==> src/design/lsu_pkg.sv <==
// ######################################################################
// Shared LSU types. The data memory window starts at byte address 0
// and anything at or above DMEM_BYTES is reported as an access fault
// ######################################################################
`default_nettype none

package lsu_pkg;

    // Width of a data word, which is also the width of a byte address
    localparam int DATA_WIDTH = 32;

    // Size of the tightly coupled data memory that stands in for the D$
    localparam int DMEM_BYTES = 1024;

    // The memory is organized as whole words, four byte lanes each
    localparam int DMEM_WORDS = DMEM_BYTES / 4;

    // One data word as it moves between the stages
    typedef logic [DATA_WIDTH-1:0] lsu_data_t;

    // A full byte address, before any window check
    typedef logic [DATA_WIDTH-1:0] lsu_addr_t;

    // Destination tag, carried along unchanged so the core can match results
    typedef logic [5:0] lsu_tag_t;

    // Memory operation selector
    // The first five codes are loads and the top three are stores
    typedef enum logic [2:0] {
        LSU_FUNC_LB  = 3'b000,
        LSU_FUNC_LH  = 3'b001,
        LSU_FUNC_LW  = 3'b010,
        LSU_FUNC_LBU = 3'b011,
        LSU_FUNC_LHU = 3'b100,
        LSU_FUNC_SB  = 3'b101,
        LSU_FUNC_SH  = 3'b110,
        LSU_FUNC_SW  = 3'b111
    } lsu_func_t;

endpackage

`default_nettype wire

==> src/design/lsu_ag.sv <==
// ######################################################################
// Address generation. One operation per clock, no stall input, so the
// registered outputs always hold the operation accepted one cycle back
// ######################################################################
`timescale 1ns/1ps
`default_nettype none

module lsu_ag
    import lsu_pkg::*;
(
    input  logic      clk,
    input  logic      i_arst_n,

    // Operation from issue
    input  logic      i_valid,
    input  lsu_func_t i_func,
    input  lsu_addr_t i_base,
    input  lsu_addr_t i_offset,
    input  lsu_tag_t  i_tag,
    input  lsu_data_t i_store_data,

    // Registered operation towards the execute stage
    output logic      o_valid,
    output lsu_func_t o_func,
    output lsu_addr_t o_addr,
    output lsu_tag_t  o_tag,
    output lsu_data_t o_store_data,
    output logic      o_misaligned
);

    // Effective address of the access
    lsu_addr_t addr_sum;

    // Alignment verdict for the current operation
    logic      misaligned;

    // Base plus offset, wrapping at 32 bits like the integer adder would
    assign addr_sum = i_base + i_offset;

    // Halfwords need an even address and words need a multiple of 4
    // Byte accesses can never be misaligned
    always_comb begin
        case (i_func)
            LSU_FUNC_LH:  misaligned = addr_sum[0];
            LSU_FUNC_LHU: misaligned = addr_sum[0];
            LSU_FUNC_SH:  misaligned = addr_sum[0];
            LSU_FUNC_LW:  misaligned = |addr_sum[1:0];
            LSU_FUNC_SW:  misaligned = |addr_sum[1:0];
            default:      misaligned = 1'b0;
        endcase
    end

    // Only the valid bit needs a known value out of reset
    always_ff @(posedge clk or negedge i_arst_n) begin
        if (!i_arst_n) begin
            o_valid <= 1'b0;
        end else begin
            o_valid <= i_valid;
        end
    end

    // Payload follows the input every cycle
    // Downstream logic qualifies all of it with o_valid
    always_ff @(posedge clk) begin
        o_func       <= i_func;
        o_addr       <= addr_sum;
        o_tag        <= i_tag;
        o_store_data <= i_store_data;
        o_misaligned <= misaligned;
    end

endmodule

`default_nettype wire

==> config.mk <==
export PLATFORM = sky130hd
export DESIGN_NAME = lsu_ag
export DESIGN_NICKNAME = d
export VERILOG_FILES = /design/src/design/lsu_pkg.sv /design/src/design/lsu_ag.sv
export SDC_FILE = /design/constraint.sdc
export NUM_CORES = 1
export LEC_CHECK = 0
export BUFFER_PORTS_ARGS = -buffer_cell sky130_fd_sc_hd__buf_4
export CAP_MARGIN = 20
export CORE_MARGIN = 8
export CORE_UTILIZATION = 45
export DETAILED_ROUTE_END_ITERATION = 16
export PLACE_DENSITY = 0.8
export REMOVE_ABC_BUFFERS = 1
export SLEW_MARGIN = 10
export SYNTH_ARGS = -nofsm -noshare
export SYNTH_HDL_FRONTEND = slang
export SYNTH_SLANG_ARGS = --single-unit
==> constraint.sdc <==
create_clock -name clk -period 0.8 [get_ports clk]
set_clock_uncertainty 0.15 [all_clocks]
set_input_delay 0.16 -clock clk [delete_from_list [all_inputs] [get_ports clk]]
set_output_delay 0.16 -clock clk [all_outputs]
set_load 0.03 [all_outputs]
==> run metrics, run 1 <==
status=aborted with a tool error; stage reached=global routing; Stop Error=[ERROR DPL-0038] Utilization greater than 100%, impossible to legalize; kind of the worst endpoint=register data pin; Synth Register Bits=75; Seq/Total Area, Yosys=0.435; ys async rst share=0.0133; initial core utilization=0.456; GPL Wtd Cong=0.962; Clock Sinks=75; Netlist cell types=63; clk buf depth=2; synthesized area per cell=10.1 sq um; port buffer count=182; largest net degree at the start of global routing=16; prevailing post-synth register cell=dfxtp_1; hpwl dp=10.5 mm; worst_ep grt=o_addr[31]$_DFF_P_/D; Die W=104 um; CTS H-tree lvls=3; netlist area before placement=3470 sq um; synth warn=0; number of top-level pins=183; row count=32; Die Y=104 um; Clk Tree Root Cell=clkbuf_8; Inserted Clock Buffers=9; cells after synthesis=343; Post-synth EDFFs=0
-- Yosys cell counts, types with 2 or more instances --
library cell     instances  area share
clkdlybuf4s15_2          2      0.0065
a21o_1                  14       0.030
xor2_1                  13       0.033
o21bai_1                 6       0.013
nand4_1                 10       0.018
nor3_1                  10       0.014
a22oi_1                  2      0.0043
xnor2_1                 14       0.035
inv_1                    4      0.0043
a211oi_1                 6       0.013
buf_6                    2      0.0065
ha_1                    31        0.11
a21boi_1                 2      0.0043
o21a_1                   3      0.0065
o21ai_1                  3      0.0043
buf_4                    3      0.0065
nor2_1                  17       0.018
nor2b_1                  2      0.0036
nand2b_1                 2      0.0036
a2111oi_0                2      0.0051
and3_1                   2      0.0036
clkbuf_2                 2      0.0029
o21ai_0                 18       0.026
o211ai_1                 2      0.0043
nand2_1                 19       0.021
or2_2                    3      0.0054
nand3_1                  6      0.0087
a21oi_1                 27       0.039
dfxtp_1                 74        0.43
a221oi_1                 3      0.0076
o31ai_1                  2      0.0043
o221ai_1                 2      0.0051
o21ai_2                  2      0.0051
a31oi_1                  4      0.0072
-- stage by stage --
stage                     worst slack (ns)  cell area [sq um]   util  setup TNS, ns  cells
after floorplan                      -1.44               3380      -         -30.94    333
after global placement               -1.63               5590  0.735         -40.72    713
after detailed placement             -1.68               5590  0.735         -42.25    713
after CTS                            -1.14               7160  0.942         -49.92    787
-- what timing repair did --
item                                   4_1_cts
hold buffers                                43
gates resized for setup                    222
gates cloned                                 0
pin swaps                                   46
setup endpoints to repair                  107
setup buffers                               15
endpoints found under the hold margin       45
-- cell families after synthesis --
logic type,synth area share
multiplexers,0.00289
flip-flops,0.434
AND/OR/NAND/NOR,0.135
adder cells (fa/ha/maj),0.118
AO/OA/AOI/OAI,0.212
XOR/XNOR,0.0682
buffers and inverters,0.0296
==> run 2, diff against run 1 <==
- CORE_UTILIZATION: 45 -> 40
- PLACE_DENSITY: 0.8 -> unset
- PLACE_DENSITY_LB_ADDON: unset -> 0.15
==> run 2 against run 1 <==
Against the previous run:
- the flow now finishes, with violations (negative hold slack, negative setup slack)
- synthesized cell count unchanged
- area after synthesis unchanged
==> run metrics, run 2 <==
power per cell area=1810 nW/um^2; Inst Count DP=725; crit end category=register; initial core utilization=0.405; netlist area before placement=3470 sq um; hold path cells=2; max-cap viol count=0; Synth area leaders=dfxtp_1 (43%), ha_1 (11%), a21oi_1 (3.9%), xnor2_1 (3.5%), xor2_1 (3.3%); Hold Crit Endpoint=o_addr[0]; Core Area=8550 sq um; Fill cells=357; 1st-iter DRT viols=356; row count=34; grt ovf=0; Setup Crit Path Kind=input pin to register; worst min path class=input pin to register; Area Growth Syn to Fin=115%; first-pass GRT wire length=26.0 mm; Post-Layout Cell Count=797; peak supply drop=0.00119 V; GPL Wtd Cong=0.869; ys async rst share=0.0133; largest net degree at the start of global routing=16; synthesized area per cell=10.1 sq um; Rel. slew slack=0.597; final worst path period share=2.47; Die Y=109 um; gr usage total=0.280; vias in the first global route=4837; nets@finish=824; Final ANT Viol Nets=0; Arrival @ worst endpoint=2.09 ns; drt drc=0; crit path time final=1.97 ns; Max Slew Vio Count=0; diode count=0; prevailing post-synth register cell=dfxtp_1; Final setup viols=108; Clk Tree Root Cell=clkbuf_8; most frequent cells in the layout=buf_4 (198), buf_6 (98), dfxtp_2 (74); most frequent cells after synthesis=dfxtp_1 (74), ha_1 (31), a21oi_1 (27); RSZ-0062 raised after global routing=true; hold_ws=-0.0960 ns; drt first pass iters=5; clk buf depth=2; FF/Latch Area=1600 sq um; CTS H-tree lvls=3; hold_buf cts=43; Clock Sinks=75; clock slew at reported path FFs=0.10 ns; final WL=19.7 mm; most common cell after layout, fill and taps aside=buf_4; Leak=0.00334 uW; Final WS setup=-1.17 ns; final-report hold violation count=2; routed vias/inst=5.70; status=finished with violations; TritonCTS clock tree=built; Inserted Clock Buffers=9; die area=11900 sq um; Netlist cell types=63; worst slack, placed=-1.72 ns; top cell type's share of synthesized area=0.427; synth warn=0; worst-margin pin slew=0.598 ns; area of the multi-input gates=2490 sq um; Critical Path RT=0.92 ns; ratio of cells with drive above 1 in the final layout=0.684; crit-path max FO=4; Yosys top cell by area=dfxtp_1; hpwl dp=10.1 mm; Pwr Total=13500 uW; Hold Path Origin=i_offset[0]; Die W=109 um; Seq/Total Area, Yosys=0.435; antenna violations before repair=0; cells after synthesis=343; Synth Register Bits=75; port buffer count=182; Startpoint Class=input pin; wire length per cell=24.7 um; failing checks=negative hold slack, negative setup slack; Post-synth EDFFs=0; most numerous cell in the Yosys netlist=dfxtp_1; f_max=0.507 GHz; number of top-level pins=183; largest registers=o_addr: 32 flops, o_store_data: 32 flops, o_tag: 6 flops; via count=4541
-- run 2: cell counts after synthesis --
Identical to the previous run, type by type.
-- run 2: worst max-delay path, cell delays in order --
cell      delay [ns]
buf_6           0.10
ha_4            0.15
fa_2            0.33
a21o_1          0.22
a221oi_4        0.38
nor3_4          0.12
nor3_2          0.28
nor3_1          0.14
nor3_1          0.21
-- run 2: where the power goes --
part           leakage, uW  total, uW  internal [uW]  switching [uW]
sequential        0.000637       4610           4320             288
clock            0.0000844       2910           1180            1730
combinational      0.00262       6020           2950            3070
-- run 2: what timing repair did --
| item | in CTS | in global routing |
|---|---|---|
| setup buffers | 12 | 4 |
| pin swaps | 56 | 23 |
| resized for setup | 248 | 26 |
| endpoints found under the hold margin | 45 | 2 |
| setup endpoints to repair | 107 | 106 |
-- run 2: area by class of cell --
type | instances | area share
Timing Repair Buffer | 340 | 0.407
Multi-Input combinational cell | 254 | 0.334
Sequential cell | 75 | 0.214
Tap cell | 108 | 0.0181
Clock buffer | 9 | 0.0166
Clock inverter | 7 | 0.00805
Inverter | 4 | 0.00201
-- run 2: logic make-up (layout without fill, tap and decap cells) --
kind of cell	Yosys count	count (layout)	share of synthesized area
buffers and inverters	14	360	0.0296
and+or+nand+nor	85	85	0.135
AOI/OAI and AO/OA	109	109	0.212
DFF	75	75	0.434
muxes	1	1	0.00289
xor gates and xnor gates	27	27	0.0682
adders and majority gates	32	32	0.118
-- run 2: per-layer routing --
metal  up-vias  wire, um  global-route usage
li1       1955         -                   -
met1      2136      6910               0.297
met2       342      9820               0.515
met3       108      1890              0.0751
met4         0      1040               0.106
met5         -         0                   0
-- run 2: worst max-delay path by stage --
stage	start	endpoint	slack [ns]	depth (start not counted)
after floorplan	i_base[0]	o_addr[22]	-1.44	8
after global placement	i_base[0]	o_addr[30]	-1.65	9
after detailed placement	i_base[0]	o_addr[30]	-1.72	9
after CTS	i_base[0]	o_addr[28]	-1.10	9
after global routing	i_base[0]	o_addr[26]	-1.25	9
final	i_base[0]	o_addr[26]	-1.17	9
-- run 2: metrics by stage --
stage                     setup TNS [ns]  utilization  cell area [sq um]  hold slack, ns
after floorplan                   -30.94            -               3380          -0.286
after global placement            -41.27        0.660               5650          -0.215
after detailed placement          -42.15        0.660               5650          -0.214
after CTS                         -48.53        0.852               7280          -0.121
after global routing              -55.06        0.872               7460         -0.0970
final                             -52.32        0.872               7460         -0.0960
(Power assumes the default switching activity.)
