--- src/design/lsu_pkg.sv ---
// ######################################################################
// Shared LSU types. The data memory window starts at byte address 0
// and anything at or above DMEM_BYTES is reported as an access fault
// ######################################################################
`default_nettype none

package lsu_pkg;

    // Width of a data word, which is also the width of a byte address
    localparam int DATA_WIDTH = 32;

    // Size of the tightly coupled data memory that stands in for the D$
    localparam int DMEM_BYTES = 1024;

    // The memory is organized as whole words, four byte lanes each
    localparam int DMEM_WORDS = DMEM_BYTES / 4;

    // One data word as it moves between the stages
    typedef logic [DATA_WIDTH-1:0] lsu_data_t;

    // A full byte address, before any window check
    typedef logic [DATA_WIDTH-1:0] lsu_addr_t;

    // Destination tag, carried along unchanged so the core can match results
    typedef logic [5:0] lsu_tag_t;

    // Memory operation selector
    // The first five codes are loads and the top three are stores
    typedef enum logic [2:0] {
        LSU_FUNC_LB  = 3'b000,
        LSU_FUNC_LH  = 3'b001,
        LSU_FUNC_LW  = 3'b010,
        LSU_FUNC_LBU = 3'b011,
        LSU_FUNC_LHU = 3'b100,
        LSU_FUNC_SB  = 3'b101,
        LSU_FUNC_SH  = 3'b110,
        LSU_FUNC_SW  = 3'b111
    } lsu_func_t;

endpackage

`default_nettype wire

--- src/design/lsu_wb.sv ---
// ######################################################################
// Writeback register. Each result is held for exactly one cycle with
// o_valid, and o_data means nothing for stores or faults
// ######################################################################
`timescale 1ns/1ps
`default_nettype none

module lsu_wb
    import lsu_pkg::*;
(
    input  logic      clk,
    input  logic      i_arst_n,

    // Result from the execute stage
    input  logic      i_valid,
    input  lsu_data_t i_data,
    input  lsu_addr_t i_addr,
    input  lsu_tag_t  i_tag,
    input  logic      i_fault,

    // Registered result back to the core
    output logic      o_valid,
    output lsu_data_t o_data,
    output lsu_addr_t o_addr,
    output lsu_tag_t  o_tag,
    output logic      o_fault
);

    // Valid and fault are control, so both come out of reset low
    // The fault flag arrives already qualified by valid
    always_ff @(posedge clk or negedge i_arst_n) begin
        if (!i_arst_n) begin
            o_valid <= 1'b0;
            o_fault <= 1'b0;
        end else begin
            o_valid <= i_valid;
            o_fault <= i_fault;
        end
    end

    // Result payload, captured every cycle
    always_ff @(posedge clk) begin
        o_data <= i_data;
        o_addr <= i_addr;
        o_tag  <= i_tag;
    end

endmodule

`default_nettype wire

--- config.mk ---
export PLATFORM = sky130hd
export DESIGN_NAME = lsu_wb
export DESIGN_NICKNAME = d
export VERILOG_FILES = /design/src/design/lsu_pkg.sv /design/src/design/lsu_wb.sv
export SDC_FILE = /design/constraint.sdc
export NUM_CORES = 1
export LEC_CHECK = 0
export ABC_CLOCK_PERIOD_IN_PS = 800
export CAP_MARGIN = 20
export CORE_MARGIN = 4
export CORE_UTILIZATION = 29
export CTS_CLUSTER_SIZE = 16
export DETAILED_ROUTE_END_ITERATION = 10
export DONT_BUFFER_PORTS = 1
export PLACE_DENSITY = 0.52
export SYNTH_ARGS = -nofsm -noshare
export SYNTH_HDL_FRONTEND = slang
export SYNTH_SLANG_ARGS = --single-unit
--- constraint.sdc ---
create_clock -name clk -period 0.8 [get_ports clk]
set_input_delay 0.04 -clock clk [delete_from_list [all_inputs] [get_ports clk]]
set_output_delay 0.04 -clock clk [all_outputs]
set_load 0.02 [all_outputs]
==> results of run 1 <==
-- flip-flops by register name (all words and copies together), names as in the netlist --
| signal | count |
|---|---|
| o_valid | 1 |
| o_fault | 1 |
| o_tag | 6 |
| o_addr | 32 |
| o_data | 32 |
-- where the power goes --
group,switching [µW],internal (µW)
clock network,1330,1560
registers,327,3720
logic,53.0,239
total,1710,5520
-- stage by stage --
| stage | instances | worst slack [ns] | utilization | area [µm²] |
|---|---|---|---|---|
| floorplan | 72 | 0.344 | - | 1450 |
| global placement | 139 | 0.339 | 0.321 | 1540 |
| detailed placement | 139 | 0.328 | 0.321 | 1540 |
| CTS | 229 | -0.0490 | 0.538 | 2580 |
| global route | 229 | -0.0691 | 0.566 | 2710 |
| finish | 229 | -0.0291 | 0.566 | 2710 |
-- area by class of cell --
class | count | area [µm²]
Fill cell | 368 | 2080
Sequential cell | 72 | 1670
Timing Repair Buffer | 74 | 741
Clock buffer | 10 | 138
Tap cell | 67 | 83.8
Clock inverter | 6 | 72.6
-- per-layer routing --
layer | vias to the layer above | GRT usage | routed length [µm]
li1 | 393 | - | -
met1 | 397 | 0.0822 | 979
met2 | 88 | 0.241 | 2340
met3 | 9 | 0.117 | 663
met4 | 0 | 0.0734 | 61
met5 | - | 0 | 0
-- cell families (layout without fill, tap and decap cells) --
group                  count (synthesis)  after routing  synth area share
DFF                                   72             72              1.00
buffers and inverters                  0             90                 0
-- cell usage after synthesis, drive strengths merged --
| cell type | instances |
|---|---|
| dfrtp | 2 |
| dfxtp | 70 |
-- worst max-delay path by stage --
stage | from | slack, ns | depth (start not counted) | to
CTS | o_valid | -0.05 | 0 | o_valid
global route | o_valid | -0.07 | 0 | o_valid
floorplan | o_fault | 0.34 | 0 | o_fault
detailed placement | o_valid | 0.33 | 0 | o_valid
finish | o_valid | -0.03 | 0 | o_valid
global placement | o_valid | 0.34 | 0 | o_valid
-- timing repair --
item,4_1_cts,5_1_grt
hold buffers,74,0
endpoints found under the setup margin,72,55
hold endpoints to repair,74,0
resized for setup,72,53
==> flow_metrics.py, run 1 <==
metrics = {
    "floorplan": {
        "rows": 25,
        "die-area_mm2": 0.00620,
        "die_h_um": 78.7,
        "die_w_um": 78.7,
        "initial_core_util": 0.303,
        "ios": 146,
        "core_mm2": 0.00479,
    },
    "detailed_routing": {
        "first_pass_iters": 4,
        "wl_per_cell_um": 17.7,
        "wl_um": 4040,
        "vias_per_cell": 3.87,
        "drc": 0,
        "ant_nets": 0,
        "dr.first_iter.drc_count": 20,
        "route.vias.total": 887,
    },
    "synthesis": {
        "postSynthCellCount": 72,
        "syn_area_mm2": 0.00145,
        "synth_top_area_frac": 0.966,
        "ys_warn_count": 0,
        "synth_fp_nets": 146,
        "syn_avg_cell_area_um2": 20.2,
        "yosysUniqueCellTypes": 2,
        "synth_area_leader_cell": "dfxtp_1",
        "synth_area_leaders": "dfxtp_1 (97%), dfrtp_1 (3.4%)",
        "yosysSeqAreaShare": 1.00,
        "yosys_register_bits": 72,
    },
    "timing": {
        "fmax_mhz": 1210,
        "tns_ns": -0.0546,
        "slew_violations": 0,
        "hold_violations": 0,
        "finalSetupViolCount": 2,
        "finalCriticalPeriod_ns": 0.829,
        "tightest_slew_ns": 0.129,
        "rsz0062_at_grt": "yes",
        "hold_slack_ns": 0.242,
        "finalCritPeriodShare": 1.04,
        "setup_ws_ns": -0.0291,
        "slew_headroom": 0.914,
    },
    "grt": {
        "grt_first_pass_wirelength_um": 5470,
        "antenna_found_initial": 0,
        "grt_max_degree": 15,
        "grtUsageTotal": 0.132,
        "gr-total-overflow": 0,
        "grt_pass1_vias": 1086,
    },
    "worst_hold_path": {
        "min_path_cells": 1,
        "min_to": "o_data[11]",
        "holdCritPathClass": "input port to flop",
        "worstHoldStart": "i_data[11]",
    },
    "setup_path": {
        "cp.arrival_ns": 0.79,
        "critPathRequiredTime_ns": 0.76,
        "crit_path_end_kind": "output port",
        "path_max_fanout": 1,
        "critical_path_class": "flop to output port",
        "start_kind": "flop",
    },
    "power": {
        "p_leak_uw": 0.00104,
        "powerDensity_mw_per_mm2": 2670,
        "p_total_uw": 7240,
        "irDropWorstVdd_mv": 1.43,
    },
    "clocking": {
        "clock_sinks": 72,
        "cts_max_level": 3,
        "clkTransAtPathRegs_ns": 0.07,
        "post_cts_buffers": 0,
        "root_buffer": "clkbuf_8",
        "clockBufferDepth": 2,
        "cts_made_buffers": 9,
        "cts_tree": "built",
    },
    "job": {
        "maxCapViolCount": 0,
    },
    "final_layout": {
        "final_cell_mix": "dlygate4sd3_1 (74), dfxtp_4 (53), dfxtp_2 (17)",
        "multiInputGateArea_um2": 0,
        "area_growth_syn_to_layout_pct": 86.6,
        "final_common_cell": "dlygate4sd3_1",
        "drive_gt1_frac": 0.543,
        "fin_nets": 231,
        "diodes": 0,
        "multi_input_gates": 0,
    },
    "placement": {
        "gp_congestion": 0.661,
        "io_buffers": 0,
    },
    "run_status": {
        "status": "finished with violations",
        "violations": "setup timing",
    },
}
No activity file was read; power rests on OpenSTA's default activity.
==> run 2: changes to the inputs <==
Settings changed: CORE_ASPECT_RATIO set to 1.5.
==> flow_metrics.py, run 2 (synthesis results as in run 1) <==
metrics = {
    "power": {
        "p_leak_uw": 0.00103,
        "irDropWorstVdd_mv": 1.41,
        "p_total_uw": 7220,
        "powerDensity_mw_per_mm2": 2810,
    },
    "grt": {
        "met2_usage": 0.250,
        "gr-total-overflow": 0,
        "top_usage_layer": "met2",
        "grt_pass1_vias": 1030,
        "grt_use_met1": 0.106,
        "grt_max_degree": 12,
        "grtUsageTotal": 0.135,
        "grt_first_pass_wirelength_um": 5670,
        "antenna_found_initial": 0,
        "grtUsageMet3": 0.0571,
    },
    "final_layout": {
        "multiInputGateArea_um2": 0,
        "diodes": 0,
        "drive_gt1_frac": 0.531,
        "n_fill_cell": 412,
        "top_regs": "o_addr: 32 flops, o_data: 32 flops, o_tag: 6 flops",
        "final_common_cell": "dlygate4sd3_1",
        "area_growth_syn_to_layout_pct": 76.8,
        "fin_nets": 231,
        "final_cell_mix": "dlygate4sd3_1 (74), dfxtp_2 (69), clkbuf_8 (11)",
        "multi_input_gates": 0,
        "fin_area_mm2": 0.00257,
    },
    "floorplan": {
        "die-area_mm2": 0.00622,
        "ios": 146,
        "die_w_um": 65.8,
        "die_h_um": 94.6,
        "rows": 31,
        "core_mm2": 0.00485,
        "initial_core_util": 0.299,
    },
    "detailed_routing": {
        "wl_per_cell_um": 18.1,
        "dr.first_iter.drc_count": 25,
        "route.vias.total": 875,
        "drc": 0,
        "first_pass_iters": 2,
        "ant_nets": 0,
        "wl_um": 4120,
        "vias_per_cell": 3.84,
    },
    "setup_path": {
        "crit_path_end_kind": "output port",
        "path_max_fanout": 1,
        "start_kind": "flop",
        "critical_path_class": "flop to output port",
        "critPathRequiredTime_ns": 0.76,
        "crit_path_start": "o_valid",
        "cp.arrival_ns": 0.77,
    },
    "clocking": {
        "cts_made_buffers": 9,
        "root_buffer": "clkbuf_8",
        "clockBufferDepth": 2,
        "cts_tree": "built",
        "cts_max_level": 3,
        "clock_sinks": 72,
        "clkTransAtPathRegs_ns": 0.07,
    },
    "timing": {
        "finalCritPeriodShare": 1.02,
        "rsz0062_at_grt": "yes",
        "fmax_mhz": 1230,
        "hold_slack_ns": 0.255,
        "setup_ws_ns": -0.0126,
        "slew_headroom": 0.909,
        "finalCriticalPeriod_ns": 0.813,
        "slew_violations": 0,
        "tns_ns": -0.0252,
        "tightest_slew_ns": 0.136,
        "hold_violations": 0,
        "finalSetupViolCount": 2,
    },
    "placement": {
        "pre_cts_ws_ns": 0.323,
        "gp_congestion": 0.639,
        "postPlaceCellArea_mm2": 0.00153,
        "io_buffers": 0,
    },
    "run_status": {
        "violations": "setup timing",
        "status": "finished with violations",
    },
    "job": {
        "maxCapViolCount": 0,
    },
    "worst_hold_path": {
        "holdCritPathClass": "input port to flop",
        "worstHoldStart": "i_addr[7]",
    },
}
## run 2: final cells by class
class | instances | area [µm²] | share of cell area
flip-flops and latches | 72 | 1540 | 0.602
well taps | 66 | 82.6 | 0.0322
clock buffers | 13 | 159 | 0.0619
repair buffers | 74 | 741 | 0.289
clock inverters | 3 | 40.0 | 0.0156
## run 2: worst paths after layout
path / end / slack [ns] / cells after the start
max in group asynchronous: o_fault / 0.19 / 2
min in group asynchronous: o_valid / 0.48 / 2
setup / recovery: o_valid / -0.01 / 0
hold / removal: o_addr[7] / 0.25 / 1
## run 2: metal layers
layer	vias to the layer above	share of wire
met5	-	0
met4	0	0.039
met3	13	0.079
met2	72	0.61
met1	401	0.28
li1	389	-
## run 2: power by group
| part | switching [µW] | total, µW | internal (µW) |
|---|---|---|---|
| Clock | 1170 | 2770 | 1600 |
| Sequential | 332 | 4160 | 3820 |
| Combinational | 53.6 | 293 | 239 |
| Total | 1550 | 7220 | 5670 |
## run 2: repair_timing
item | in CTS | in global routing
setup endpoints to repair | 72 | 3
endpoints found under the hold margin | 74 | 0
hold buffers | 74 | 0
gates resized for setup | 72 | 1
buffers inserted | 0 | 0
## run 2: per-stage QoR
step	cells	utilization
2_1_floorplan	72	-
3_3_place_gp	138	0.316
3_5_place_dp	138	0.316
4_1_cts	228	0.529
5_1_grt	228	0.529
6_report	228	0.529
==> run 3: changes to the inputs <==
Settings changed: CORE_UTILIZATION 29 to 50, PLACE_DENSITY 0.52 to 0.74.
==> flow_metrics.py, run 3 (synthesis results as in run 1) <==
metrics = {
    "detailed_routing": {
        "vias_per_cell": 4.53,
        "dr.first_iter.drc_count": 20,
        "wl_um": 4930,
        "first_pass_iters": 4,
        "drc": 0,
        "route.vias.total": 901,
        "ant_nets": 0,
        "wl_per_cell_um": 24.7,
    },
    "clocking": {
        "clock_sinks": 72,
        "clkTransAtPathRegs_ns": 0.07,
        "cts_made_buffers": 9,
        "cts_max_level": 3,
        "root_buffer": "clkbuf_8",
        "post_cts_buffers": 0,
        "cts_tree": "built",
        "clockBufferDepth": 2,
    },
    "power": {
        "p_leak_uw": 0.00102,
        "irDropWorstVdd_mv": 2.44,
        "seqPwrFrac": 0.597,
        "swShare": 0.237,
        "p_clk_frac": 0.359,
        "powerDensity_mw_per_mm2": 2790,
        "p_comb_frac": 0.044,
        "p_total_uw": 6980,
        "switchingPower_uw": 1650,
        "intPower_uw": 5320,
    },
    "timing": {
        "hold_violations": 0,
        "finalCriticalPeriod_ns": 0.812,
        "slew_headroom": 0.905,
        "fmax_mhz": 1230,
        "setup_ws_ns": -0.0123,
        "finalCritPeriodShare": 1.02,
        "rsz0062_at_grt": "yes",
        "finalSetupViolCount": 2,
        "slew_violations": 0,
        "tightest_slew_ns": 0.143,
    },
    "grt": {
        "grt_max_degree": 12,
        "grt_first_pass_wirelength_um": 6880,
        "top_usage_layer": "met2",
        "gr-total-overflow": 0,
        "grt_use_met1": 0.254,
        "grt_pass1_vias": 1081,
        "grtUsageMet3": 0.116,
        "grtUsageTotal": 0.271,
        "met2_usage": 0.469,
        "antenna_found_initial": 1,
    },
    "setup_path": {
        "cp.arrival_ns": 0.77,
        "path_max_fanout": 1,
        "critical_path_class": "flop to output port",
        "critPathRequiredTime_ns": 0.76,
        "start_kind": "flop",
        "crit_path_end_kind": "output port",
    },
    "worst_hold_path": {
        "min_to": "o_data[13]",
        "min_path_cells": 1,
        "holdCritPathClass": "input port to flop",
        "worstHoldStart": "i_data[13]",
    },
    "final_layout": {
        "fin_area_mm2": 0.00250,
        "multi_input_gates": 0,
        "top_regs": "o_addr: 32 flops, o_data: 32 flops, o_tag: 6 flops",
        "final_cell_mix": "dlygate4sd3_1 (74), dfxtp_2 (70), clkbuf_8 (11)",
        "fin_nets": 231,
        "drive_gt1_frac": 0.540,
        "multiInputGateArea_um2": 0,
        "area_growth_syn_to_layout_pct": 72.4,
        "final_common_cell": "dlygate4sd3_1",
    },
    "floorplan": {
        "initial_core_util": 0.531,
        "rows": 23,
        "die-area_mm2": 0.00385,
        "die_w_um": 52.0,
        "ios": 146,
        "die_h_um": 74.0,
        "core_mm2": 0.00273,
    },
    "placement": {
        "io_buffers": 0,
        "gp_congestion": 0.662,
        "postPlaceCellArea_mm2": 0.00150,
    },
    "run_status": {
        "violations": "setup timing",
        "status": "finished with violations",
    },
    "job": {
        "maxCapViolCount": 0,
    },
}
[run 3: layer usage]
metal  part of all wire  vias to the layer above  wire (µm)
li1                   -                      389          -
met1               0.31                      401       1520
met2               0.55                       90       2700
met3              0.090                       21        441
met4              0.052                        0        258
met5                  0                        -          0
[run 3: cell type report]
| cell class | instances | area (µm²) |
|---|---|---|
| antenna | 1 | 2.50 |
| fill | 77 | 231 |
| sequential | 72 | 1540 |
| clock buffer | 11 | 151 |
| timing repair buffer | 74 | 741 |
| tap | 37 | 46.3 |
| clock inverter | 4 | 20.0 |
[run 3: power by group through the flow]
stage | combinational (µW) | clock, µW | sequential [µW]
after floorplan | 0 | 0 | 4160
after global placement | 0 | 0 | 4190
after detailed placement | 0 | 0 | 4190
after CTS | 289 | 2420 | 4150
after global routing | 327 | 2700 | 4180
final | 307 | 2510 | 4160
[run 3: worst max path at each step]
| stage | cells past startpoint | endpoint | from | slack (ns) |
|---|---|---|---|---|
| final | 0 | o_valid | o_valid | -0.01 |
| after global routing | 0 | o_valid | o_valid | -0.04 |
| after CTS | 0 | o_valid | o_valid | -0.02 |
| after detailed placement | 0 | o_data[17] | o_data[17] | 0.33 |
| after global placement | 0 | o_data[17] | o_data[17] | 0.34 |
| after floorplan | 0 | o_fault | o_fault | 0.34 |
[run 3: per-stage QoR]
step / TNS [ns] / std cells / worst slack, ns / utilization / hold slack [ns]
5_1_grt: -0.0814 / 199 / -0.0409 / 0.915 / 0.246
3_5_place_dp: 0 / 109 / 0.327 / 0.548 / -0.256
3_3_place_gp: 0 / 109 / 0.337 / 0.548 / -0.256
4_1_cts: -0.0340 / 198 / -0.0172 / 0.911 / 0.245
2_1_floorplan: 0 / 72 / 0.344 / - / -0.256
6_report: -0.0230 / 199 / -0.0123 / 0.915 / 0.260
[run 3: what timing repair did]
action                                 in CTS  in global routing
hold buffers                               74                  0
gates cloned                                0                  0
endpoints found under the hold margin      74                  0
setup endpoints to repair                  66                  8
resized for setup                          64                  8
