## config.mk

```make
export PLATFORM = sky130hd
export DESIGN_NAME = lsu_ex
export DESIGN_NICKNAME = d
export VERILOG_FILES = /design/src/design/lsu_pkg.sv /design/src/design/lsu_ex.sv
export SDC_FILE = /design/constraint.sdc
export NUM_CORES = 1
export LEC_CHECK = 0
export BUFFER_PORTS_ARGS = -buffer_cell sky130_fd_sc_hd__buf_2
export CORE_AREA = 2 2 98 100
export DETAILED_ROUTE_END_ITERATION = 10
export DIE_AREA = 0 0 100 102
export SYNTH_ARGS = -nofsm -noshare
export SYNTH_HDL_FRONTEND = slang
export SYNTH_SLANG_ARGS = --single-unit
```

## constraint.sdc

```tcl
create_clock -name vclk -period 2.7
set_input_delay 0.54 -clock vclk [all_inputs]
set_output_delay 0.54 -clock vclk [all_outputs]
set_load 0.01 [all_outputs]
```

## src/design/lsu_pkg.sv

```systemverilog
// ######################################################################
// Shared LSU types. The data memory window starts at byte address 0
// and anything at or above DMEM_BYTES is reported as an access fault
// ######################################################################
`default_nettype none

package lsu_pkg;

    // Width of a data word, which is also the width of a byte address
    localparam int DATA_WIDTH = 32;

    // Size of the tightly coupled data memory that stands in for the D$
    localparam int DMEM_BYTES = 1024;

    // The memory is organized as whole words, four byte lanes each
    localparam int DMEM_WORDS = DMEM_BYTES / 4;

    // One data word as it moves between the stages
    typedef logic [DATA_WIDTH-1:0] lsu_data_t;

    // A full byte address, before any window check
    typedef logic [DATA_WIDTH-1:0] lsu_addr_t;

    // Destination tag, carried along unchanged so the core can match results
    typedef logic [5:0] lsu_tag_t;

    // Memory operation selector
    // The first five codes are loads and the top three are stores
    typedef enum logic [2:0] {
        LSU_FUNC_LB  = 3'b000,
        LSU_FUNC_LH  = 3'b001,
        LSU_FUNC_LW  = 3'b010,
        LSU_FUNC_LBU = 3'b011,
        LSU_FUNC_LHU = 3'b100,
        LSU_FUNC_SB  = 3'b101,
        LSU_FUNC_SH  = 3'b110,
        LSU_FUNC_SW  = 3'b111
    } lsu_func_t;

endpackage

`default_nettype wire

```

## src/design/lsu_ex.sv

```systemverilog
// ######################################################################
// Execute stage, purely combinational. Stores complete here, and only
// loads return data; misses and misalignment are reported as faults
// ######################################################################
`timescale 1ns/1ps
`default_nettype none

module lsu_ex
    import lsu_pkg::*;
(
    // Operation from address generation
    input  logic      i_valid,
    input  lsu_func_t i_func,
    input  lsu_addr_t i_addr,
    input  lsu_tag_t  i_tag,
    input  lsu_data_t i_store_data,
    input  logic      i_misaligned,

    // Data memory response
    input  logic      i_dc_hit,
    input  lsu_data_t i_dc_data,

    // Data memory request
    output lsu_addr_t o_dc_addr,
    output logic      o_dc_re,
    output logic      o_dc_we,
    output lsu_data_t o_dc_wdata,
    output lsu_func_t o_dc_func,

    // Result towards writeback
    output lsu_data_t o_data,
    output lsu_addr_t o_addr,
    output lsu_tag_t  o_tag,
    output logic      o_valid,
    output logic      o_fault
);

    // Store functions sit at the top of the encoding
    logic is_store;

    assign is_store   = (i_func == LSU_FUNC_SB) || (i_func == LSU_FUNC_SH) ||
                        (i_func == LSU_FUNC_SW);

    // A misaligned access never reaches the memory
    assign o_dc_addr  = i_addr;
    assign o_dc_re    = i_valid && !is_store && !i_misaligned;
    assign o_dc_we    = i_valid && is_store && !i_misaligned;
    assign o_dc_wdata = i_store_data;
    assign o_dc_func  = i_func;

    assign o_addr     = i_addr;
    assign o_tag      = i_tag;

    // Every accepted operation reports back, stores included
    assign o_valid    = i_valid;

    // Outside the window counts as a fault just like bad alignment
    assign o_fault    = i_valid && (i_misaligned || !i_dc_hit);

    // LB and LH sign extend the low byte or halfword to a full word
    // LBU and LHU zero extend instead
    always_comb begin
        case (i_func)
            LSU_FUNC_LB:  o_data = {{(DATA_WIDTH-8){i_dc_data[7]}}, i_dc_data[7:0]};
            LSU_FUNC_LH:  o_data = {{(DATA_WIDTH-16){i_dc_data[15]}}, i_dc_data[15:0]};
            LSU_FUNC_LBU: o_data = {{(DATA_WIDTH-8){1'b0}}, i_dc_data[7:0]};
            LSU_FUNC_LHU: o_data = {{(DATA_WIDTH-16){1'b0}}, i_dc_data[15:0]};
            default:      o_data = i_dc_data;
        endcase
    end

endmodule

`default_nettype wire

```

==> metrics, run 1 <==
fin crit period=between 2 and 2.5 ns; CORE AREA=0.00911 mm^2; num sequential=0; outcome=complete, no violations; Slew headroom=between 60% and 70%; power density cells=between 150 and 200 mW/mm^2; fmax=430 MHz; Final Max Tran Viols=0; Post-Synth Simple-Gate Area=about 17%; most frequent cell after synthesis=buf_4; Rows=35; Largest delay share family, worst path=compound AO/OA/AOI/OAI gates; non-filler cells, final=~240; via/cell ratio=3.23; Slowest-stage cell, CP=a211o_1; ranking of synthesized cells by area=buf_4, nand2_1, a211o_1; Synth Instances=approximately 190; Storage cell area=0 um^2; CTS resizes=0; io pins=between 200 and 250; WP data required=between 2 and 2.5 ns; crit-path max FO=16; Worst-Margin Slew=~0.55 ns; M1 WL=948 um; Routed Antenna Nets=0; final hold vios=0; layout cell share with drive strength beyond 1=approximately 52%; I/O Buffers=63; Final HPWL DP=between 2000 and 2500 um; Data arrival, critical path=~1.8 ns; share of the synthesized area in the top cell type=around 70%; Startpoint Class=input port; vias=roughly 780; worst path buffer plus inverter count=2; Top Layer Used=met4; postcts setup bufs=0; Routed WL=2890 um; XOR/XNOR Fraction of Synth Area=0%; vias in the first global route=~680; final setup violating endpoints=0; design area=slightly below 800 um^2; TritonRoute pass-1 iters=4; first-pass GRT wire length=3740 um; Max VDD drop=around 0.043 mV; Post-DP Area=785 um^2; syn nets=approximately 290; CP max stage delay=about 0.48 ns; sequential area share after synthesis=0%; Met3 Routed Length=about 410 um; top post-synthesis cells by count=buf_4, nand2_1, a211o_1, nor2_1; WL met2=1350 um; max cap viols=0; most frequent CP cell=buf_2; post-synth top area cell=buf_4; yosys warns=0; nets@finish=240; Worst setup EP type=output port; gpl congestion=slightly above 0.7; RSZ-0062 raised after global routing=no; post-DR wirelength/cell=12.0 um; Final TNS setup=0 ns; DRC Markers=0; largest net degree at the start of global routing=17; WHS=about 1.1 ns; min-delay worst type=input port to output port; post-synthesis adder-cell area fraction=0%; area fraction in compound gates after synthesis=slightly above 8%; CP cell instances=buf_2 > nand2b_1 > a211o_1 > nand2_1 > buf_2; Initial Utilization=between 10 and 15%; Final period util=86.1%; largest family of logic cells by synthesized area=buffers and inverters; Setup CP Type=input port to output port; Die H=just over 100 um; 1st-iter DRT viols=36; hold_buf cts=0; Overall Power=between 0.1 and 0.15 mW; cell area after synthesis=around 0.0012 mm^2; antenna fix cells=0; Avg Inst Size Synth=around 6.6 um^2; Area Growth Syn to Fin=-35.6%; Inst Count DP=241; clock buf count=0; overall routing resource usage=4.77%; initial antenna violation count=0; die area=approximately 0.010 mm^2; GRT overflow=0; LEAKAGE=about 0.51 nW; mux cell area share after synthesis=0.924%; Die X=100 um; Distinct cells, synth=17
through the flow:
step | util, % | setup slack, ns
2_1_floorplan | - | 0.857
3_3_place_gp | 8.61 | 0.400
3_5_place_dp | 8.61 | 0.346
4_1_cts | 8.61 | 0.346
5_1_grt | 8.61 | 0.272
6_report | 8.61 | 0.374
cell type report:
| cell class | instances | area [um^2] |
|---|---|---|
| tap | 111 | 139 |
| inverter | 2 | 7.51 |
| timing repair buffer | 63 | 315 |
| fill | 1089 | 8320 |
| multi-input combinational | 65 | 323 |
report_power, final:
part	switching [mW]	leakage [nW]	total, mW	internal, mW
sequential	0	0	0	0
combinational	0.0807	0.509	0.143	0.0626
clock	0	0	0	0
total	0.0807	0.509	0.143	0.0626
final timing paths:
check | start | end | slack (ns) | cells past startpoint
min | i_addr[15] | o_addr[15] | 1.08 | 0
max | i_func[0] | o_data[23] | 0.37 | 5
logic make-up after synthesis:
| logic type | count (synthesis) |
|---|---|
| buffers and inverters | 120 |
| AND/OR/NAND/NOR | 52 |
| AO/OA/AOI/OAI | 12 |
| multiplexers | 1 |
per-layer routing:
layer | vias up | track usage (%)
met1 | 338 | 4.75
met3 | 32 | 2.53
met2 | 58 | 7.48
li1 | 351 | -
met5 | - | 0
met4 | 0 | 3.79
cell usage in the layout, fill, tap and decap left out:
master | netlist | layout
nand2_1 | 39 | 39
inv_2 | 1 | 1
a211o_1 | 9 | 9
nor3b_1 | 1 | 1
buf_2 | 2 | 63
nand2_2 | 1 | 1
nor2_1 | 8 | 8
mux2_2 | 1 | 1
and3_1 | 1 | 1
inv_1 | 1 | 1
nand2b_1 | 1 | 1
a21o_1 | 1 | 1
nor3_2 | 1 | 1
a21boi_0 | 1 | 1
o21ai_0 | 1 | 1
Power figures use the tool's default switching activity.
==> inputs of run 2 (changes only) <==
Settings changed: ABC_AREA set to 1, BUFFER_PORTS_ARGS -buffer_cell sky130_fd_sc_hd__buf_2 to not set, CORE_AREA 2 2 98 100 to 2 2 97 99, DIE_AREA 0 0 100 102 to 0 0 99 101, DONT_BUFFER_PORTS set to 1, GPL_ROUTABILITY_DRIVEN set to 0.
==> metrics, run 2 <==
Distinct cells, synth=13 (was 17); GRT overflow=0 (unchanged); sequential area share after synthesis=0% (unchanged); switching part of the total power=74.7% (was 56.3%); die area=0.0100 mm^2 (was 0.0102 mm^2); overall routing resource usage=4.45% (was 4.77%); most frequent cell after synthesis=buf_4 (unchanged); TritonRoute pass-1 iters=4 (unchanged); vias=598 (was 779); CORE AREA=0.00898 mm^2 (was 0.00911 mm^2); Final HPWL DP=2360 um (was 2430 um); Setup crit start=i_func[1] (was i_func[0]); initial antenna violation count=0 (unchanged); LEAKAGE=0.229 nW (was 0.509 nW); first-pass GRT wire length=3380 um (was 3740 um); power density cells=164 mW/mm^2 (was 183 mW/mm^2); Worst-Margin Slew=0.452 ns (was 0.545 ns); postcts setup bufs=0 (unchanged); vias in the first global route=510 (was 684); share of the synthesized area in the top cell type=73.2% (was 70.2%); Setup CP Type=input port to output port (unchanged); Int Power=0.0190 mW (was 0.0626 mW); CP Capture Point=o_data[22] (was o_data[23]); switching power total=0.0560 mW (was 0.0807 mW); antenna fix cells=0 (unchanged); via/cell ratio=3.38 (was 3.23); Avg Inst Size Synth=6.54 um^2 (was 6.59 um^2); Startpoint Class=input port (unchanged); num sequential=0 (unchanged); fmax=519 MHz (was 430 MHz); post-synth top area cell=buf_4 (unchanged); commonest non-fill, non-tap cell in the layout=nand3_1 (was buf_2); io pins=249 (unchanged); 1st-iter DRT viols=37 (was 36); Die H=101 um (was 102 um); clock buf count=0 (unchanged); max cap viols=0 (unchanged); Final TNS setup=0 ns (unchanged); hold_buf cts=0 (unchanged); Final period util=71.4% (was 86.1%); outcome=complete, no violations (unchanged); Slew headroom=69.8% (was 63.7%); Synth Instances=185 (unchanged); Max VDD drop=0.0212 mV (was 0.0427 mV); # fillers=1047 (was 1089); cell area after synthesis=0.00121 mm^2 (was 0.00122 mm^2); CTS resizes=0 (unchanged); Routed WL=2650 um (was 2890 um); power share of the sequential group=0% (about the same); final setup violating endpoints=0 (unchanged); DRC Markers=0 (unchanged); Storage cell area=0 um^2 (unchanged); largest net degree at the start of global routing=25 (was 17); syn nets=293 (unchanged); Clock power frac=0% (about the same); RSZ-0062 raised after global routing=no (unchanged); Routed Antenna Nets=0 (unchanged); Data arrival, critical path=1.39 ns (was 1.79 ns); Area Growth Syn to Fin=-62.2% (was -35.6%); Die X=99 um (was 100 um); min-delay worst type=input port to output port (unchanged); post-DR wirelength/cell=15.0 um (was 12.0 um); fin crit period=1.93 ns (was 2.33 ns); crit-path max FO=24 (was 16); I/O Buffers=0 (was 63); Worst setup EP type=output port (unchanged); layout cell share with drive strength beyond 1=12.1% (was 51.5%); Rows=35 (unchanged); Comb power frac=100.0% (about the same); Final Max Tran Viols=0 (unchanged); Core Util, Final=5.10% (was 8.61%); ranking of synthesized cells by area=buf_4, nand3_1, nand2_1 (was buf_4, nand2_1, a211o_1); Initial Utilization=13.5% (was 13.4%); nets@finish=176 (was 240); commonest non-fill, non-tap cells in the layout=nand3_1, nand2_1, inv_1 (was buf_2, nand2_1, a211o_1); WP data required=2.16 ns (about the same); final hold vios=0 (unchanged); top post-synthesis cells by count=buf_4, nand3_1, nand2_1, inv_1 (was buf_4, nand2_1, a211o_1, nor2_1); yosys warns=0 (unchanged)
run 2: changes by cell type after synthesis, moves of 2 or more:
cell     previous run  this run
a211o_1             9         0
nor2_1              8         2
nand3_2             0         2
buf_4             114       118
nand2_1            39        19
buf_6               2         0
inv_1               1         3
nand3_1             0        32
run 2: final cells by class:
cell class,count,area (um^2),area share [%]
Inverter,5,18.8,4.10
Multi-Input combinational cell,61,300,65.6
Tap cell,111,139,30.3
run 2: kinds of logic (layout without fill, tap and decap cells):
logic type,Yosys count,after routing,share of synthesized area (%)
AOI/OAI and AO/OA,1,1,0.413
buffers and inverters,124,5,75.2
and+or+nand+nor,60,60,24.4
run 2: per-stage QoR:
step	area, um^2	power, mW	hold WS (ns)	setup WS [ns]	instances
global route	458	0.0830	1.08	0.667	177
detailed placement	458	0.0757	1.08	0.763	177
global placement	458	0.0754	1.08	0.788	177
finish	458	0.0750	1.08	0.773	177
floorplan	1210	0.243	1.13	1.04	185
CTS	458	0.0759	1.08	0.764	177
run 2: worst min-delay path by stage:
stage	startpoint	end	cells after the start
detailed placement	i_dc_data[4]	o_data[4]	0
finish	i_dc_data[6]	o_data[6]	0
global placement	i_dc_data[4]	o_data[4]	0
CTS	i_dc_data[4]	o_data[4]	0
global route	i_dc_data[6]	o_data[6]	0
floorplan	i_misaligned	o_dc_we	1
run 2: critical path, stage by stage:
cell     delay [ns]
nor2_2         0.15
nand3_2        0.39
nand3_1        0.30
run 2: metal layers:
metal  global-route usage, %  vias up  share of wire [%]
li1                        -      233                  -
met1                    2.36      238                 21
met2                    8.78       84                 50
met3                    2.57       43                 20
met4                    4.74        0                 10
met5                       0        -                  0
run 2: power groups by stage:
stage,Sequential (mW),Combinational (mW),Clock [mW]
finish,0,0.0750,0
detailed placement,0,0.0757,0
global placement,0,0.0754,0
floorplan,0,0.243,0
global route,0,0.0830,0
CTS,0,0.0759,0
==> inputs of run 3 (changes only) <==
Settings changed: ABC_AREA 1 to 0.
Clock period 2.7 ns to 2 ns, I/O delays scaled along.
==> metrics, run 3 (synthesized netlist as in run 1, its figures left out) <==
clock buf count=0 (unchanged); Largest delay share family, worst path=compound AO/OA/AOI/OAI gates (was simple AND/OR/NAND/NOR gates); Slowest-stage cell, CP=a211o_1 (was nand3_2); largest net degree at the start of global routing=17 (was 25); layout cell share with drive strength beyond 1=7.35% (was 12.1%); TritonRoute pass-1 iters=6 (was 4); Routed WL=2720 um (was 2650 um); Routed Antenna Nets=0 (unchanged); Startpoint Class=input port (unchanged); first-pass GRT wire length=3290 um (was 3380 um); vias in the first global route=489 (was 510); design area=477 um^2 (was 458 um^2); via/cell ratio=3.30 (was 3.38); post-DR wirelength/cell=15.2 um (was 15.0 um); final setup violating endpoints=0 (unchanged); min-delay worst type=input port to output port (unchanged); Setup CP Type=input port to output port (unchanged); Max VDD drop=0.0297 mV (was 0.0212 mV); io pins=249 (unchanged); 1st-iter DRT viols=19 (was 37); WP data required=1.60 ns (was 2.16 ns); CORE AREA=0.00898 mm^2 (unchanged); crit-path max FO=16 (was 24); Worst-Margin Slew=0.453 ns (was 0.452 ns); Setup crit start=i_func[0] (was i_func[1]); CP max stage delay=0.49 ns (was 0.39 ns); Rows=35 (unchanged); Worst setup EP type=output port (unchanged); max cap viols=0 (unchanged); Die H=101 um (unchanged); overall routing resource usage=4.34% (was 4.45%); Area Growth Syn to Fin=-60.9% (was -62.2%); non-filler cells, final=179 (was 177); LEAKAGE=0.253 nW (was 0.229 nW); DRC Markers=0 (unchanged); worst path buffer plus inverter count=0 (unchanged); final hold vios=0 (unchanged); Post-DP Area=477 um^2 (was 458 um^2); hold_buf cts=0 (unchanged); commonest non-fill, non-tap cells in the layout=nand2_1, a211o_1, nor2_1 (was nand3_1, nand2_1, inv_1); Inst Count DP=179 (was 177); Final HPWL DP=2390 um (was 2360 um); GRT overflow=0 (unchanged); die area=0.0100 mm^2 (unchanged); fmax=between 600 and 700 MHz; Final period util=around four fifths; fin crit period=between 1.5 and 2 ns; CP cell instances=nand2b_1 > a211o_1 > nand2_1 (was nor2_2 > nand3_2 > nand3_1); initial antenna violation count=0 (unchanged); Storage cell area=0 um^2 (unchanged); antenna fix cells=0 (unchanged); hold path start=i_dc_data[3] (was i_dc_data[6]); Slew headroom=69.8% (about the same); commonest non-fill, non-tap cell in the layout=nand2_1 (was nand3_1); Final Max Tran Viols=0 (unchanged); CTS resizes=0 (unchanged); power density cells=205 mW/mm^2 (was 164 mW/mm^2); Data arrival, critical path=1.23 ns (was 1.39 ns); I/O Buffers=0 (unchanged); outcome=complete, no violations (unchanged); Final TNS setup=0 ns (unchanged); nets@finish=178 (was 176); num sequential=0 (unchanged); postcts setup bufs=0 (unchanged); Initial Utilization=13.6% (was 13.5%); RSZ-0062 raised after global routing=no (unchanged); Die X=99 um (unchanged); vias=590 (was 598)
[run 3: changes by cell type in the layout (fill, tap and decap cells not counted), moves of 2 or more]
cell / before / now
nor2_1: 2 / 8
nand2_1: 19 / 39
inv_1: 3 / 1
nand3_2: 2 / 0
nand3_1: 32 / 0
a211o_1: 0 / 9
[run 3: where the power goes]
group / leakage [nW] / internal, mW / total (mW) / switching (mW)
combinational: 0.253 / 0.0318 / 0.0976 / 0.0658
clock: 0 / 0 / 0 / 0
sequential: 0 / 0 / 0 / 0
[run 3: layout make-up]
type               instances  area, um^2
fillers                 1052        8500
multi-input cells         65         323
inverters                  2        7.51
well taps                111         139
repair buffers             1        7.51
[run 3: path summary, 6_finish.rpt]
| path | to | slack [ns] | cells after the start |
|---|---|---|---|
| max | o_data[27] | 0.37 | 3 |
| min | o_data[3] | 0.80 | 0 |
[run 3: stage by stage]
stage               power (mW)  utilization (%)  hold WS (ns)  setup slack, ns
floorplan                0.331                -         0.849            0.437
global placement        0.0980             5.31         0.800            0.375
detailed placement      0.0988             5.31         0.800            0.358
CTS                     0.0989             5.31         0.800            0.358
global route             0.109             5.31         0.800            0.296
finish                  0.0976             5.31         0.800            0.365
[run 3: routing by layer]
layer	part of all wire, %	GRT usage, %
met1	19	2.69
met2	50	7.69
met3	22	3.47
met4	8.5	4.00
met5	0	0
